### config.mk
export PLATFORM = sky130hd
export DESIGN_NAME = axi_wr_bridge
export DESIGN_NICKNAME = d
export VERILOG_FILES = /design/src/axi_wr_pkg.sv /design/src/axi_burst_writer.sv /design/src/axi_wr_bridge.sv /design/src/axi_wr_resp_tracker.sv /design/src/wr_credit_buffer.sv
export SDC_FILE = /design/constraint.sdc
export NUM_CORES = 1
export LEC_CHECK = 0
export ABC_CLOCK_PERIOD_IN_PS = 3400
export BUFFER_PORTS_ARGS = -buffer_cell sky130_fd_sc_hd__buf_4
export CORE_ASPECT_RATIO = 0.75
export CORE_UTILIZATION = 55
export DETAILED_ROUTE_END_ITERATION = 12
export GPL_TIMING_DRIVEN = 0
export PLACE_DENSITY = 0.82
export SYNTH_ARGS = -nofsm -noshare
export SYNTH_HDL_FRONTEND = slang
export SYNTH_HIERARCHICAL = 1
export SYNTH_SLANG_ARGS = --single-unit
### constraint.sdc
create_clock -name clk -period 3.4 [get_ports clk]
set_clock_uncertainty 0.2 [all_clocks]
set_input_delay 0.17 -clock clk [delete_from_list [all_inputs] [get_ports clk]]
set_output_delay 0.17 -clock clk [all_outputs]
set_load 0.01 [all_outputs]
### src/axi_wr_pkg.sv
`default_nettype none

package axi_wr_pkg;

   // Bus widths
   localparam int addr_w = 32;
   localparam int data_w = 32;
   localparam int strb_w = data_w / 8;
   localparam int len_w = 8;
   localparam int resp_w = 2;
   localparam int cnt_w = 8;

   // Beat buffer depth, also the initial credit grant
   localparam int buf_depth = 4;
   localparam int ptr_w = $clog2(buf_depth);
   localparam int cred_w = $clog2(buf_depth + 1);

   // Fixed AXI sideband values
   localparam logic [2:0] axi_size = 3'd2;
   localparam logic [1:0] axi_burst_incr = 2'd1;
   localparam logic [3:0] axi_cache_val = 4'd2;
   localparam logic [2:0] axi_prot_val = 3'd2;

   typedef logic [addr_w-1:0] addr_t;
   typedef logic [data_w-1:0] data_t;
   typedef logic [strb_w-1:0] strb_t;
   typedef logic [len_w-1:0] len_t;
   typedef logic [resp_w-1:0] resp_t;
   typedef logic [cnt_w-1:0] cnt_t;

   // Native beat; addr and len only matter on the first beat of a burst
   typedef struct packed {
      addr_t addr;
      len_t  len;
      data_t data;
      strb_t strb;
   } wr_beat_t;

   typedef struct packed {
      addr_t      addr;
      len_t       len;
      logic [2:0] size;
      logic [1:0] burst;
      logic [3:0] cache;
      logic [2:0] prot;
   } aw_req_t;

   typedef struct packed {
      data_t data;
      strb_t strb;
      logic  last;
   } w_beat_t;

   typedef struct packed {
      logic error;
      cnt_t err_count;
   } wr_status_t;

   typedef enum logic [1:0] {
      idle,
      addr_data,
      data,
      resp
   } writer_state_t;

endpackage

`default_nettype wire

### src/axi_burst_writer.sv
`default_nettype none
`timescale 1ns/10ps

module axi_burst_writer (
   input  logic                 clk,
   input  logic                 rst,
   input  logic                 head_valid,
   input  axi_wr_pkg::wr_beat_t head_beat,
   output logic                 head_pop,
   output logic                 awvalid,
   output axi_wr_pkg::aw_req_t  aw,
   input  logic                 awready,
   output logic                 wvalid,
   output axi_wr_pkg::w_beat_t  w,
   input  logic                 wready,
   input  logic                 b_done,
   output logic                 in_resp
);

   axi_wr_pkg::writer_state_t state;

   // Burst fields captured from the first beat
   axi_wr_pkg::addr_t addr_q;
   axi_wr_pkg::len_t  len_q;

   axi_wr_pkg::len_t  beat_cnt;
   logic              awvalid_q;
   logic              start;
   logic              w_phase;
   logic              w_xfer;
   logic              last_beat;

   assign start = (state == axi_wr_pkg::idle) && head_valid;
   assign w_phase = (state == axi_wr_pkg::addr_data) || (state == axi_wr_pkg::data);

   // W runs straight off the buffer head
   assign wvalid = w_phase && head_valid;
   assign w_xfer = wvalid && wready;
   assign head_pop = w_xfer;
   assign last_beat = (beat_cnt == len_q);
   assign in_resp = (state == axi_wr_pkg::resp);
   assign awvalid = awvalid_q;

   always_comb begin
      aw.addr = addr_q;
      aw.len = len_q;
      aw.size = axi_wr_pkg::axi_size;
      aw.burst = axi_wr_pkg::axi_burst_incr;
      aw.cache = axi_wr_pkg::axi_cache_val;
      aw.prot = axi_wr_pkg::axi_prot_val;
   end

   always_comb begin
      w.data = head_beat.data;
      w.strb = head_beat.strb;
      w.last = last_beat;
   end

   always_ff @(posedge clk) begin
      if (start) begin
         addr_q <= head_beat.addr;
         len_q <= head_beat.len;
      end
   end

   // FSM
   always_ff @(posedge clk or posedge rst) begin
      if (rst) begin
         state <= axi_wr_pkg::idle;
      end else begin
         case (state)
            axi_wr_pkg::idle: begin
               if (head_valid) begin
                  state <= axi_wr_pkg::addr_data;
               end
            end
            axi_wr_pkg::addr_data: begin
               // Last beat may finish before AW; awvalid_q keeps the address up
               if (w_xfer && last_beat) begin
                  state <= axi_wr_pkg::resp;
               end else if (awvalid_q && awready) begin
                  state <= axi_wr_pkg::data;
               end
            end
            axi_wr_pkg::data: begin
               if (w_xfer && last_beat) begin
                  state <= axi_wr_pkg::resp;
               end
            end
            axi_wr_pkg::resp: begin
               if (b_done) begin
                  state <= axi_wr_pkg::idle;
               end
            end
            default: state <= axi_wr_pkg::idle;
         endcase
      end
   end

   // Address valid held until the slave takes it
   always_ff @(posedge clk or posedge rst) begin
      if (rst) begin
         awvalid_q <= 1'b0;
      end else if (start) begin
         awvalid_q <= 1'b1;
      end else if (awready) begin
         awvalid_q <= 1'b0;
      end
   end

   // Beat counter
   always_ff @(posedge clk or posedge rst) begin
      if (rst) begin
         beat_cnt <= '0;
      end else if (start) begin
         beat_cnt <= '0;
      end else if (w_xfer) begin
         beat_cnt <= beat_cnt + axi_wr_pkg::len_w'(1);
      end
   end

endmodule

`default_nettype wire

### src/axi_wr_bridge.sv
`default_nettype none
`timescale 1ns/10ps

module axi_wr_bridge (
   input  logic                   clk,
   input  logic                   rst,
   // Native side
   input  logic                   in_valid,
   input  axi_wr_pkg::wr_beat_t   in_beat,
   output logic                   in_credit,
   // AXI write address
   output logic                   awvalid,
   output axi_wr_pkg::aw_req_t    aw,
   input  logic                   awready,
   // AXI write data
   output logic                   wvalid,
   output axi_wr_pkg::w_beat_t    w,
   input  logic                   wready,
   // AXI write response
   input  logic                   bvalid,
   input  axi_wr_pkg::resp_t      bresp,
   output logic                   bready,
   // Burst result
   output logic                   done,
   output axi_wr_pkg::wr_status_t status
);

   logic                 head_valid;
   axi_wr_pkg::wr_beat_t head_beat;
   logic                 head_pop;
   logic                 b_done;
   logic                 in_resp;

   wr_credit_buffer u_wr_credit_buffer (
      .clk        (clk),
      .rst        (rst),
      .in_valid   (in_valid),
      .in_beat    (in_beat),
      .in_credit  (in_credit),
      .head_valid (head_valid),
      .head_beat  (head_beat),
      .head_pop   (head_pop)
   );

   axi_burst_writer u_axi_burst_writer (
      .clk        (clk),
      .rst        (rst),
      .head_valid (head_valid),
      .head_beat  (head_beat),
      .head_pop   (head_pop),
      .awvalid    (awvalid),
      .aw         (aw),
      .awready    (awready),
      .wvalid     (wvalid),
      .w          (w),
      .wready     (wready),
      .b_done     (b_done),
      .in_resp    (in_resp)
   );

   axi_wr_resp_tracker u_axi_wr_resp_tracker (
      .clk     (clk),
      .rst     (rst),
      .in_resp (in_resp),
      .bvalid  (bvalid),
      .bresp   (bresp),
      .bready  (bready),
      .b_done  (b_done),
      .done    (done),
      .status  (status)
   );

endmodule

`default_nettype wire

### src/axi_wr_resp_tracker.sv
`default_nettype none
`timescale 1ns/10ps

module axi_wr_resp_tracker (
   input  logic                   clk,
   input  logic                   rst,
   input  logic                   in_resp,
   input  logic                   bvalid,
   input  axi_wr_pkg::resp_t      bresp,
   output logic                   bready,
   output logic                   b_done,
   output logic                   done,
   output axi_wr_pkg::wr_status_t status
);

   axi_wr_pkg::wr_status_t status_q;

   logic b_xfer;
   logic b_err;
   logic done_q;

   // Only ready while the writer waits for a response
   assign bready = in_resp;
   assign b_xfer = bvalid && bready;
   assign b_err = |bresp;

   always_ff @(posedge clk or posedge rst) begin
      if (rst) begin
         done_q <= 1'b0;
      end else begin
         done_q <= b_xfer;
      end
   end

   // Error flag per burst, count saturates at all ones
   always_ff @(posedge clk or posedge rst) begin
      if (rst) begin
         status_q <= '0;
      end else if (b_xfer) begin
         status_q.error <= b_err;
         if (b_err && (status_q.err_count != '1)) begin
            status_q.err_count <= status_q.err_count + axi_wr_pkg::cnt_w'(1);
         end
      end
   end

   // Writer release and outside pulse come from the same edge
   assign b_done = done_q;
   assign done = done_q;
   assign status = status_q;

endmodule

`default_nettype wire

### src/wr_credit_buffer.sv
`default_nettype none
`timescale 1ns/10ps

module wr_credit_buffer (
   input  logic                 clk,
   input  logic                 rst,
   input  logic                 in_valid,
   input  axi_wr_pkg::wr_beat_t in_beat,
   output logic                 in_credit,
   output logic                 head_valid,
   output axi_wr_pkg::wr_beat_t head_beat,
   input  logic                 head_pop
);

   axi_wr_pkg::wr_beat_t mem [axi_wr_pkg::buf_depth];

   logic [axi_wr_pkg::ptr_w-1:0]  wr_ptr;
   logic [axi_wr_pkg::ptr_w-1:0]  rd_ptr;
   logic [axi_wr_pkg::cred_w-1:0] fill;
   logic [axi_wr_pkg::cred_w-1:0] cred_cnt;
   logic [axi_wr_pkg::cred_w-1:0] cred_sum;
   logic                          cred_out;

   // Beat storage
   always_ff @(posedge clk) begin
      if (in_valid) begin
         mem[wr_ptr] <= in_beat;
      end
   end

   always_ff @(posedge clk or posedge rst) begin
      if (rst) begin
         wr_ptr <= '0;
         rd_ptr <= '0;
         fill <= '0;
      end else begin
         if (in_valid) begin
            wr_ptr <= wr_ptr + axi_wr_pkg::ptr_w'(1);
         end
         if (head_pop) begin
            rd_ptr <= rd_ptr + axi_wr_pkg::ptr_w'(1);
         end
         case ({in_valid, head_pop})
            2'b10:   fill <= fill + axi_wr_pkg::cred_w'(1);
            2'b01:   fill <= fill - axi_wr_pkg::cred_w'(1);
            default: fill <= fill;
         endcase
      end
   end

   assign head_valid = (fill != '0);
   assign head_beat = mem[rd_ptr];

   // Credits still owed to the source, starting with the full depth.
   // A pop during the initial release is queued behind it.
   assign cred_sum = cred_cnt + axi_wr_pkg::cred_w'(head_pop);
   assign cred_out = (cred_sum != '0);

   always_ff @(posedge clk or posedge rst) begin
      if (rst) begin
         cred_cnt <= axi_wr_pkg::cred_w'(axi_wr_pkg::buf_depth);
         in_credit <= 1'b0;
      end else begin
         cred_cnt <= cred_sum - axi_wr_pkg::cred_w'(cred_out);
         in_credit <= cred_out;
      end
   end

endmodule

`default_nettype wire
==> results.txt, run 1 <==
* Io pins: between 150 and 200
- Worst Setup Slack post-DPL: 228 ps
- After filler insertion, the fill cell instance count of the layout stands at 1,468.
- Static power due to leakage: 6.72 nW
* Total CTS buffers: 36
- Number of sinks driven by the clock tree: between 300 and 400
* Core region area: 0.0253 mm2
- Worst R2R Setup Slack: around 160 ps
- The global routing stage identified its most utilized layer as met2.
- Register clock-pin slew on the reported worst setup and hold paths: ~60 ps
- R2R Path End: u_wr_credit_buffer/cred_cnt[2]$_DFF_PP1_
- Final count of hold timing violations: 0
* Antenna Diode Count: 0
- After detailed routing, the number of vias per cell comes to between 5 and 6.
- Summing every instance area after synthesis gives about 0.014 mm2.
- Post-CTS Hold Buffers: 84
* Floorplan row count: 50
- Starting DRC count in detailed routing: between 400 and 500
- STA puts the critical path data required time at 3620 ps.
- The die is 189 um wide.
- Leaving out fill and tap cells, the most frequent cell in the layout is edfxtp_1.
- Unrepaired setup endpoints after global routing: no
- The run finished with clean final reports.
- After detailed routing, the number of remaining DRC violations is 0.
- Fraction of met3 tracks used by global routing: under 10%
- With fillers left out, the area of the finished cells amounts to 0.0183 mm2.
* Total length of routed wires: 28.0 mm
* Final worst-path setup slack: ~160 ps
- Root Buffer: clkbuf_16
* Beginning of the worst register-to-register path: u_wr_credit_buffer/fill[1]$_DFFE_PP0P_
* Placer congestion estimate: around 0.80
- The initial utilization of the core area, before any placement, comes to 56.8%.
* Primary flip-flop cell chosen by synthesis mapping: edfxtp_1
- CTS tree: done
- Kind of end point of the critical path: flip-flop
- Post-cts sizing count: 0
- IO Port Bufs: about 170
- After detailed routing, the average wire length per cell comes to between 20 and 25 um.
- Synthesis-stage register bit count: 376
* Number of buffers added for setup after CTS: 0
* Tot GR Track Use: between 20% and 30%
- H-tree lvl count: 2
* Type of the worst min-delay path: input pin to async pin
- Global routing used between 30% and 40% of the available met2 tracks.
- Commonest cells after routing, fill and taps aside: edfxtp_1, buf_4, dlygate4sd3_1, mux4_2, clkbuf_16
- Number of global-route vias before repair: between 7,000 and 8,000
- Entering global routing, the biggest net connects 44 pins.
- Area of the die: between 0.02 and 0.03 mm2
* Number of cells traversed by the worst register-to-register path: 11
- Across the VDD grid, the largest voltage drop is a little under 0.8 mV.
- Min Tclk post-route: approximately 3200 ps
- Dividing total power by cell area gives a power density of approximately 860 mW/mm2.
* Largest buffer count on any clock path: 3
* Antenna violation net count after detailed routing: 0
- Average instance area after synthesis: 22.0 um2
- Number of distinct library cell variants in the gate-level netlist after synthesis: 52
- # Max-Cap Violations: 0
* Number of enable flip-flop cells after synthesis: 344
- The worst setup path is of the flip-flop to flip-flop kind.
- After layout, the worst path uses a little over nine tenths of the clock period.
* Wire length of the first global-routing pass: around 43 mm
- The clock reaches the later pin of the worst-skew pair after slightly above 500 ps.
- Cells with a size suffix above 1 make up around 40% of the layout.
- HPWL after DPL: between 15 and 20 mm
- The initial antenna violation count was 0.
- Of all flip-flops after synthesis, the portion carrying an async set or reset was under 10%.
- Setup violations remaining at the end of the flow were counted as 0.
* Count of warnings emitted by yosys: 6
- The first detailed-routing pass ran for 4 iterations.
- Data arrival time of the critical path: around 3500 ps
* Worst Tran Pin Value: between 600 and 700 ps
- The final layout contains around 1,100 nets.
* Total grt overflow: 0
- Of all nets on the critical path, the largest fanout is 12.
- Once placement finished, the instance area stood at roughly 0.016 mm2.
- Number of instances in the synthesized netlist: roughly 660
* Syn-to-layout area delta: 27.3%
- Die extent in y: 142 um
- Type of origin of the critical path: flip-flop
- Summed negative setup slack over all endpoints: 0 ps
* Headroom to the max-slew limit: ~56%
- Peak Freq: just over 300 MHz
* Finished Core Util: 72.3%
- For this run, global-route usage on met1 was measured as 28.7%.
- Sequential elements use around 77% of the synthesized area.
- The number of pins exceeding their max-slew limit in the final report came to 0.
* Via count of the routed design: around 7,100
-- cell usage after synthesis, types with 2 or more instances --
| master | number | area share [%] |
|---|---|---|
| edfxtp_1 | 344 | 72 |
| mux4_2 | 76 | 12 |
| buf_4 | 54 | 2.8 |
| dfrtp_1 | 31 | 5.4 |
| xnor2_1 | 17 | 1.0 |
| ha_1 | 16 | 1.4 |
| inv_1 | 16 | 0.42 |
| nor2_1 | 11 | 0.29 |
| nand2_1 | 10 | 0.26 |
| xor2_1 | 10 | 0.61 |
| buf_2 | 8 | 0.28 |
| and2_1 | 6 | 0.26 |
| nand4_1 | 5 | 0.22 |
| clkbuf_1 | 4 | 0.10 |
| a21oi_1 | 3 | 0.10 |
| a211oi_1 | 2 | 0.10 |
| a21o_1 | 2 | 0.10 |
| buf_12 | 2 | 0.28 |
| conb_1 | 2 | 0.052 |
| mux2_4 | 2 | 0.21 |
| mux2i_1 | 2 | 0.14 |
| or3_1 | 2 | 0.087 |
-- cell type report --
cell class	count	area, um2	share of cell area, %
Sequential cell	376	11100	60.8
Multi-Input combinational cell	202	2720	14.8
Timing Repair Buffer	263	2280	12.4
Clock buffer	45	987	5.39
Buffer	70	528	2.88
Tap cell	338	423	2.31
Clock inverter	20	194	1.06
Inverter	17	65.1	0.355
-- state kept, by name (all words and copies together), names as in the netlist, 2 cells and up --
signal                        cells
u_wr_credit_buffer/mem          304
u_axi_burst_writer/addr_q        32
u_axi_wr_resp_tracker/status      9
u_axi_burst_writer/beat_cnt       8
u_axi_burst_writer/len_q          8
u_wr_credit_buffer/cred_cnt       3
u_wr_credit_buffer/fill           3
u_axi_burst_writer/state          2
u_wr_credit_buffer/rd_ptr         2
u_wr_credit_buffer/wr_ptr         2
-- kinds of logic (layout without fill, tap and decap cells) --
family / count (synthesis) / in the layout / synth area share [%]
flops: 376 / 376 / 77.3
buf+inv: 87 / 415 / 4.11
mux: 81 / 81 / 12.3
simple gates: 45 / 45 / 1.84
xor+xnor: 27 / 27 / 1.64
compound gates: 20 / 20 / 1.16
fa+ha+maj: 17 / 17 / 1.53
other cells: 2 / 12 / 0.0522
-- metrics by stage --
step | hold slack, ps | instances | power, W
after global routing | 59.2 | 1331 | 0.0165
after detailed placement | 2.67 | 1182 | 0.0119
after floorplan | -190 | 665 | 0.00990
after global placement | 4.60 | 1177 | 0.0117
final | 26.3 | 1331 | 0.0158
after CTS | 20.9 | 1331 | 0.0159
-- worst max-delay path by stage --
stage,start,to,depth (start not counted)
2_1_floorplan,u_wr_credit_buffer/wr_ptr[0]$_DFFE_PP0P_,u_wr_credit_buffer/mem[0][0]$_DFFE_PP_,3
3_3_place_gp,u_wr_credit_buffer/wr_ptr[0]$_DFFE_PP0P_,u_wr_credit_buffer/mem[2][21]$_DFFE_PP_,3
3_5_place_dp,u_wr_credit_buffer/fill[1]$_DFFE_PP0P_,u_wr_credit_buffer/cred_cnt[2]$_DFF_PP1_,11
4_1_cts,u_wr_credit_buffer/fill[1]$_DFFE_PP0P_,u_wr_credit_buffer/cred_cnt[2]$_DFF_PP1_,11
5_1_grt,u_wr_credit_buffer/fill[1]$_DFFE_PP0P_,u_wr_credit_buffer/cred_cnt[2]$_DFF_PP1_,11
6_report,u_wr_credit_buffer/fill[1]$_DFFE_PP0P_,u_wr_credit_buffer/cred_cnt[2]$_DFF_PP1_,11
-- report_power, final --
part	internal [W]	total [W]	switching [W]
logic	0.00263	0.00512	0.00249
clock network	0.00230	0.00397	0.00166
registers	0.00636	0.00673	0.000367
total	0.0113	0.0158	0.00452
-- routing by layer --
metal	wire length, um	vias to the layer above
met4	508	0
met5	0	-
met1	11600	3686
met3	1800	44
li1	-	3182
met2	14100	230
-- critical path, cell delays in order (launching register included) --
cell and delay (ps):
dfrtp_1 410, or3_1 430, and2_2 230, nand2_2 100
clkinv_2 210, ha_1 290, ha_1 200, xnor2_1 290
nand3_1 190, ha_1 240, ha_1 190, xnor2_1 170
Note: power is estimated with default switching activity, not from simulation.
==> inputs of run 2 (changes only) <==
Settings changed: PLACE_DENSITY 0.82 to 0.76, REMOVE_ABC_BUFFERS set to 1.
==> run 2 against run 1 <==
Effect of this change:
- sequential cell count did not move
- setup slack improved by 100 ps
- sequential share of layout area rose by 1.5 points
- non-clock buffer count fell by 68
- wire length fell by 6.6%
- cell area fell by 2.4%
- cell count fell by 5.1%
- fmax rose by 3.3%
- worst hold slack improved by 0.84 ps
- power fell by 3.3%
- highest routed layer unchanged
==> results.txt, run 2 (synthesis gave the netlist of run 1 again) <==
- The flow ran to the end, and the final reports show no timing, DRC or antenna violations.
- CTS tree: done
- Final number of setup-violating endpoints: 0
* Register with the most flip-flops: u_wr_credit_buffer/mem
- Kind of end point of the critical path: flip-flop
* # Max-Cap Violations: 0
* Type of origin of the critical path: flip-flop
* Starting DRC count in detailed routing: between 300 and 400
- Post-cts sizing count: 0
- Derived from the worst setup path, the maximum achievable clock frequency is 318 MHz.
- Number of global-route vias before repair: around 7,400
* Placed cells: roughly 1,100
- By instance count, the cell type seen most on the critical path is ha_1.
* Beginning of the worst register-to-register path: u_wr_credit_buffer/fill[1]$_DFFE_PP0P_
* Slowest Stage Delay on Critical Path: 460 ps
- Min Tclk post-route: ~3100 ps
- For this configuration, the core starts out at a cell density of 56.8%.
- Detailed placement finished with a half-perimeter wire length of between 15 and 20 mm.
- The count of buffers added on input and output ports is approximately 170.
- Die span in x: around 190 um
- Antenna violations before repair: 1
* Summed negative setup slack over all endpoints: 0 ps
- Number of nets in the finished design: roughly 1,000
- In this run the tightest slew margin relative to its limit is around half.
* Area of the die: between 0.02 and 0.03 mm2
* Unrepaired setup endpoints after global routing: no
- In the global route stage, overall resource usage came out at about a fifth.
* DRC violations left: 0
- The path class of the tightest hold or removal check is input pin to async pin.
* Share of layout cells above drive strength 1: between 30% and 40%
- The first global-routing pass estimated 40.6 mm of wire.
* Core region area: between 0.02 and 0.03 mm2
- The number of hold violations in the final report was 0.
* Detail-routed net length per standard cell: 20.7 um
- Final cell count without fillers: about 1,300
* Worst-path maximum fanout: 12
- Count of pins over their slew limit: 0
- Setup slack on the worst reg-to-reg path comes out at 260 ps.
* Commonest cells after routing, fill and taps aside: edfxtp_1, buf_4, dlygate4sd3_1, mux4_2, clkbuf_16
- For this design, the slowest cell found on the critical path is or3_1.
* Number of vias per cell: between 5 and 6
* Total length of routed wires: 26.2 mm
* Finished Core Util: 70.6%
* Max rail drop VDD: around 0.55 mV
* H-tree lvl count: 2
* Commonest non-fill, non-tap cell in the layout: edfxtp_1
- Total grt overflow: 0
- In the finished design, the share of the clock period the worst path needs comes to between 90 and 100%.
- At the end of routability-driven placement, the weighted congestion stood at around 0.80.
* Worst Tran Pin Value: ~780 ps
- Cell Pwr Density: between 800 and 900 mW/mm2
* Floorplan row count: 50
* DRT Pass-1 Iters: 4
- For this design the static power due to leakage is 6.41 nW.
- Io pins: roughly 190
- Number of sinks driven by the clock tree: ~380
* Pin count of the biggest net entering global routing: 47
* Syn-to-layout area delta: 24.3%
- Data arrival time of the critical path: 3380 ps
* Register clock-pin slew on the reported worst setup and hold paths: approximately 60 ps
- The die is approximately 140 um tall.
* Root Buffer: clkbuf_16
- Counting along the longest clock path gives a buffer depth of 3.
- At the later pin of the worst-skew pair, clock insertion delay measures 510 ps.
* Start point of the critical path: u_wr_credit_buffer/fill[1]$_DFFE_PP0P_
* Antenna violation net count after detailed routing: 0
* Critical path cell sequence: or3_1 -> and2_2 -> nand2_2 -> clkinv_2 -> ha_1 -> ha_1 -> xnor2_1 -> nand3_1 -> ha_1 -> ha_1 -> xnor2_1
- Data on the critical path is required at its endpoint by around 3600 ps.
- The number of clock buffers added by TritonCTS is 36.
* Via count of the routed design: approximately 7,000
- Number of flip-flops under the largest register name: 304
- The critical path is of the flip-flop to flip-flop type.
run 2: layout make-up:
cell class | count | area [um2]
Antenna cell | 1 | 2.50
Clock inverter | 17 | 224
Clock buffer | 47 | 985
Inverter | 17 | 65.1
Sequential cell | 376 | 11100
Timing Repair Buffer | 265 | 2330
Tap cell | 338 | 423
Multi-Input combinational cell | 202 | 2720
Fill cell | 1437 | 7450
run 2: timing repair:
action | 4_1_cts | 5_1_grt
setup buffers | 0 | 0
endpoints found under the hold margin | 352 | 0
hold buffers | 84 | 0
run 2: worst max-delay path: cells and delay by family, from the launching register on:
kind                     cells  cell delay [ps]
XOR/XNOR                     2              380
adder cells (fa/ha/maj)      4              900
buffers and inverters        1              210
flip-flops                   1              410
AND/OR/NAND/NOR              4              960
run 2: path summary, 6_finish.rpt:
| path | end | cells after the start |
|---|---|---|
| max | u_wr_credit_buffer/cred_cnt[2]$_DFF_PP1_ | 11 |
| min | u_axi_wr_resp_tracker/status[4]$_DFFE_PP0P_ | 3 |
| max reg2reg | u_wr_credit_buffer/cred_cnt[2]$_DFF_PP1_ | 11 |
| min reg2reg | u_wr_credit_buffer/fill[2]$_DFFE_PP0P_ | 1 |
| max in group asynchronous | u_wr_credit_buffer/rd_ptr[1]$_DFFE_PP0P_ | 3 |
| min in group clk | u_wr_credit_buffer/mem[1][22]$_DFFE_PP_ | 2 |
run 2: layer usage:
layer	part of all wire [%]	global-route usage [%]
met2	50	33.5
met4	1.6	5.90
met5	0	0
met1	41	26.0
met3	7.5	5.65
run 2: through the flow:
step	hold slack [ps]	cell area [um2]	worst slack (ps)	power, W
2_1_floorplan	-190	13900	-762	0.00948
3_3_place_gp	-30.2	15600	-2100	0.0111
3_5_place_dp	-9.50	15800	289	0.0113
4_1_cts	10.3	17900	266	0.0155
5_1_grt	34.1	17900	118	0.0160
6_report	27.1	17900	260	0.0153
run 2: report_power, final:
part | internal [W] | total (W) | switching [W]
combinational | 0.00222 | 0.00429 | 0.00207
clock | 0.00243 | 0.00403 | 0.00160
sequential | 0.00637 | 0.00697 | 0.000606
total | 0.0110 | 0.0153 | 0.00428
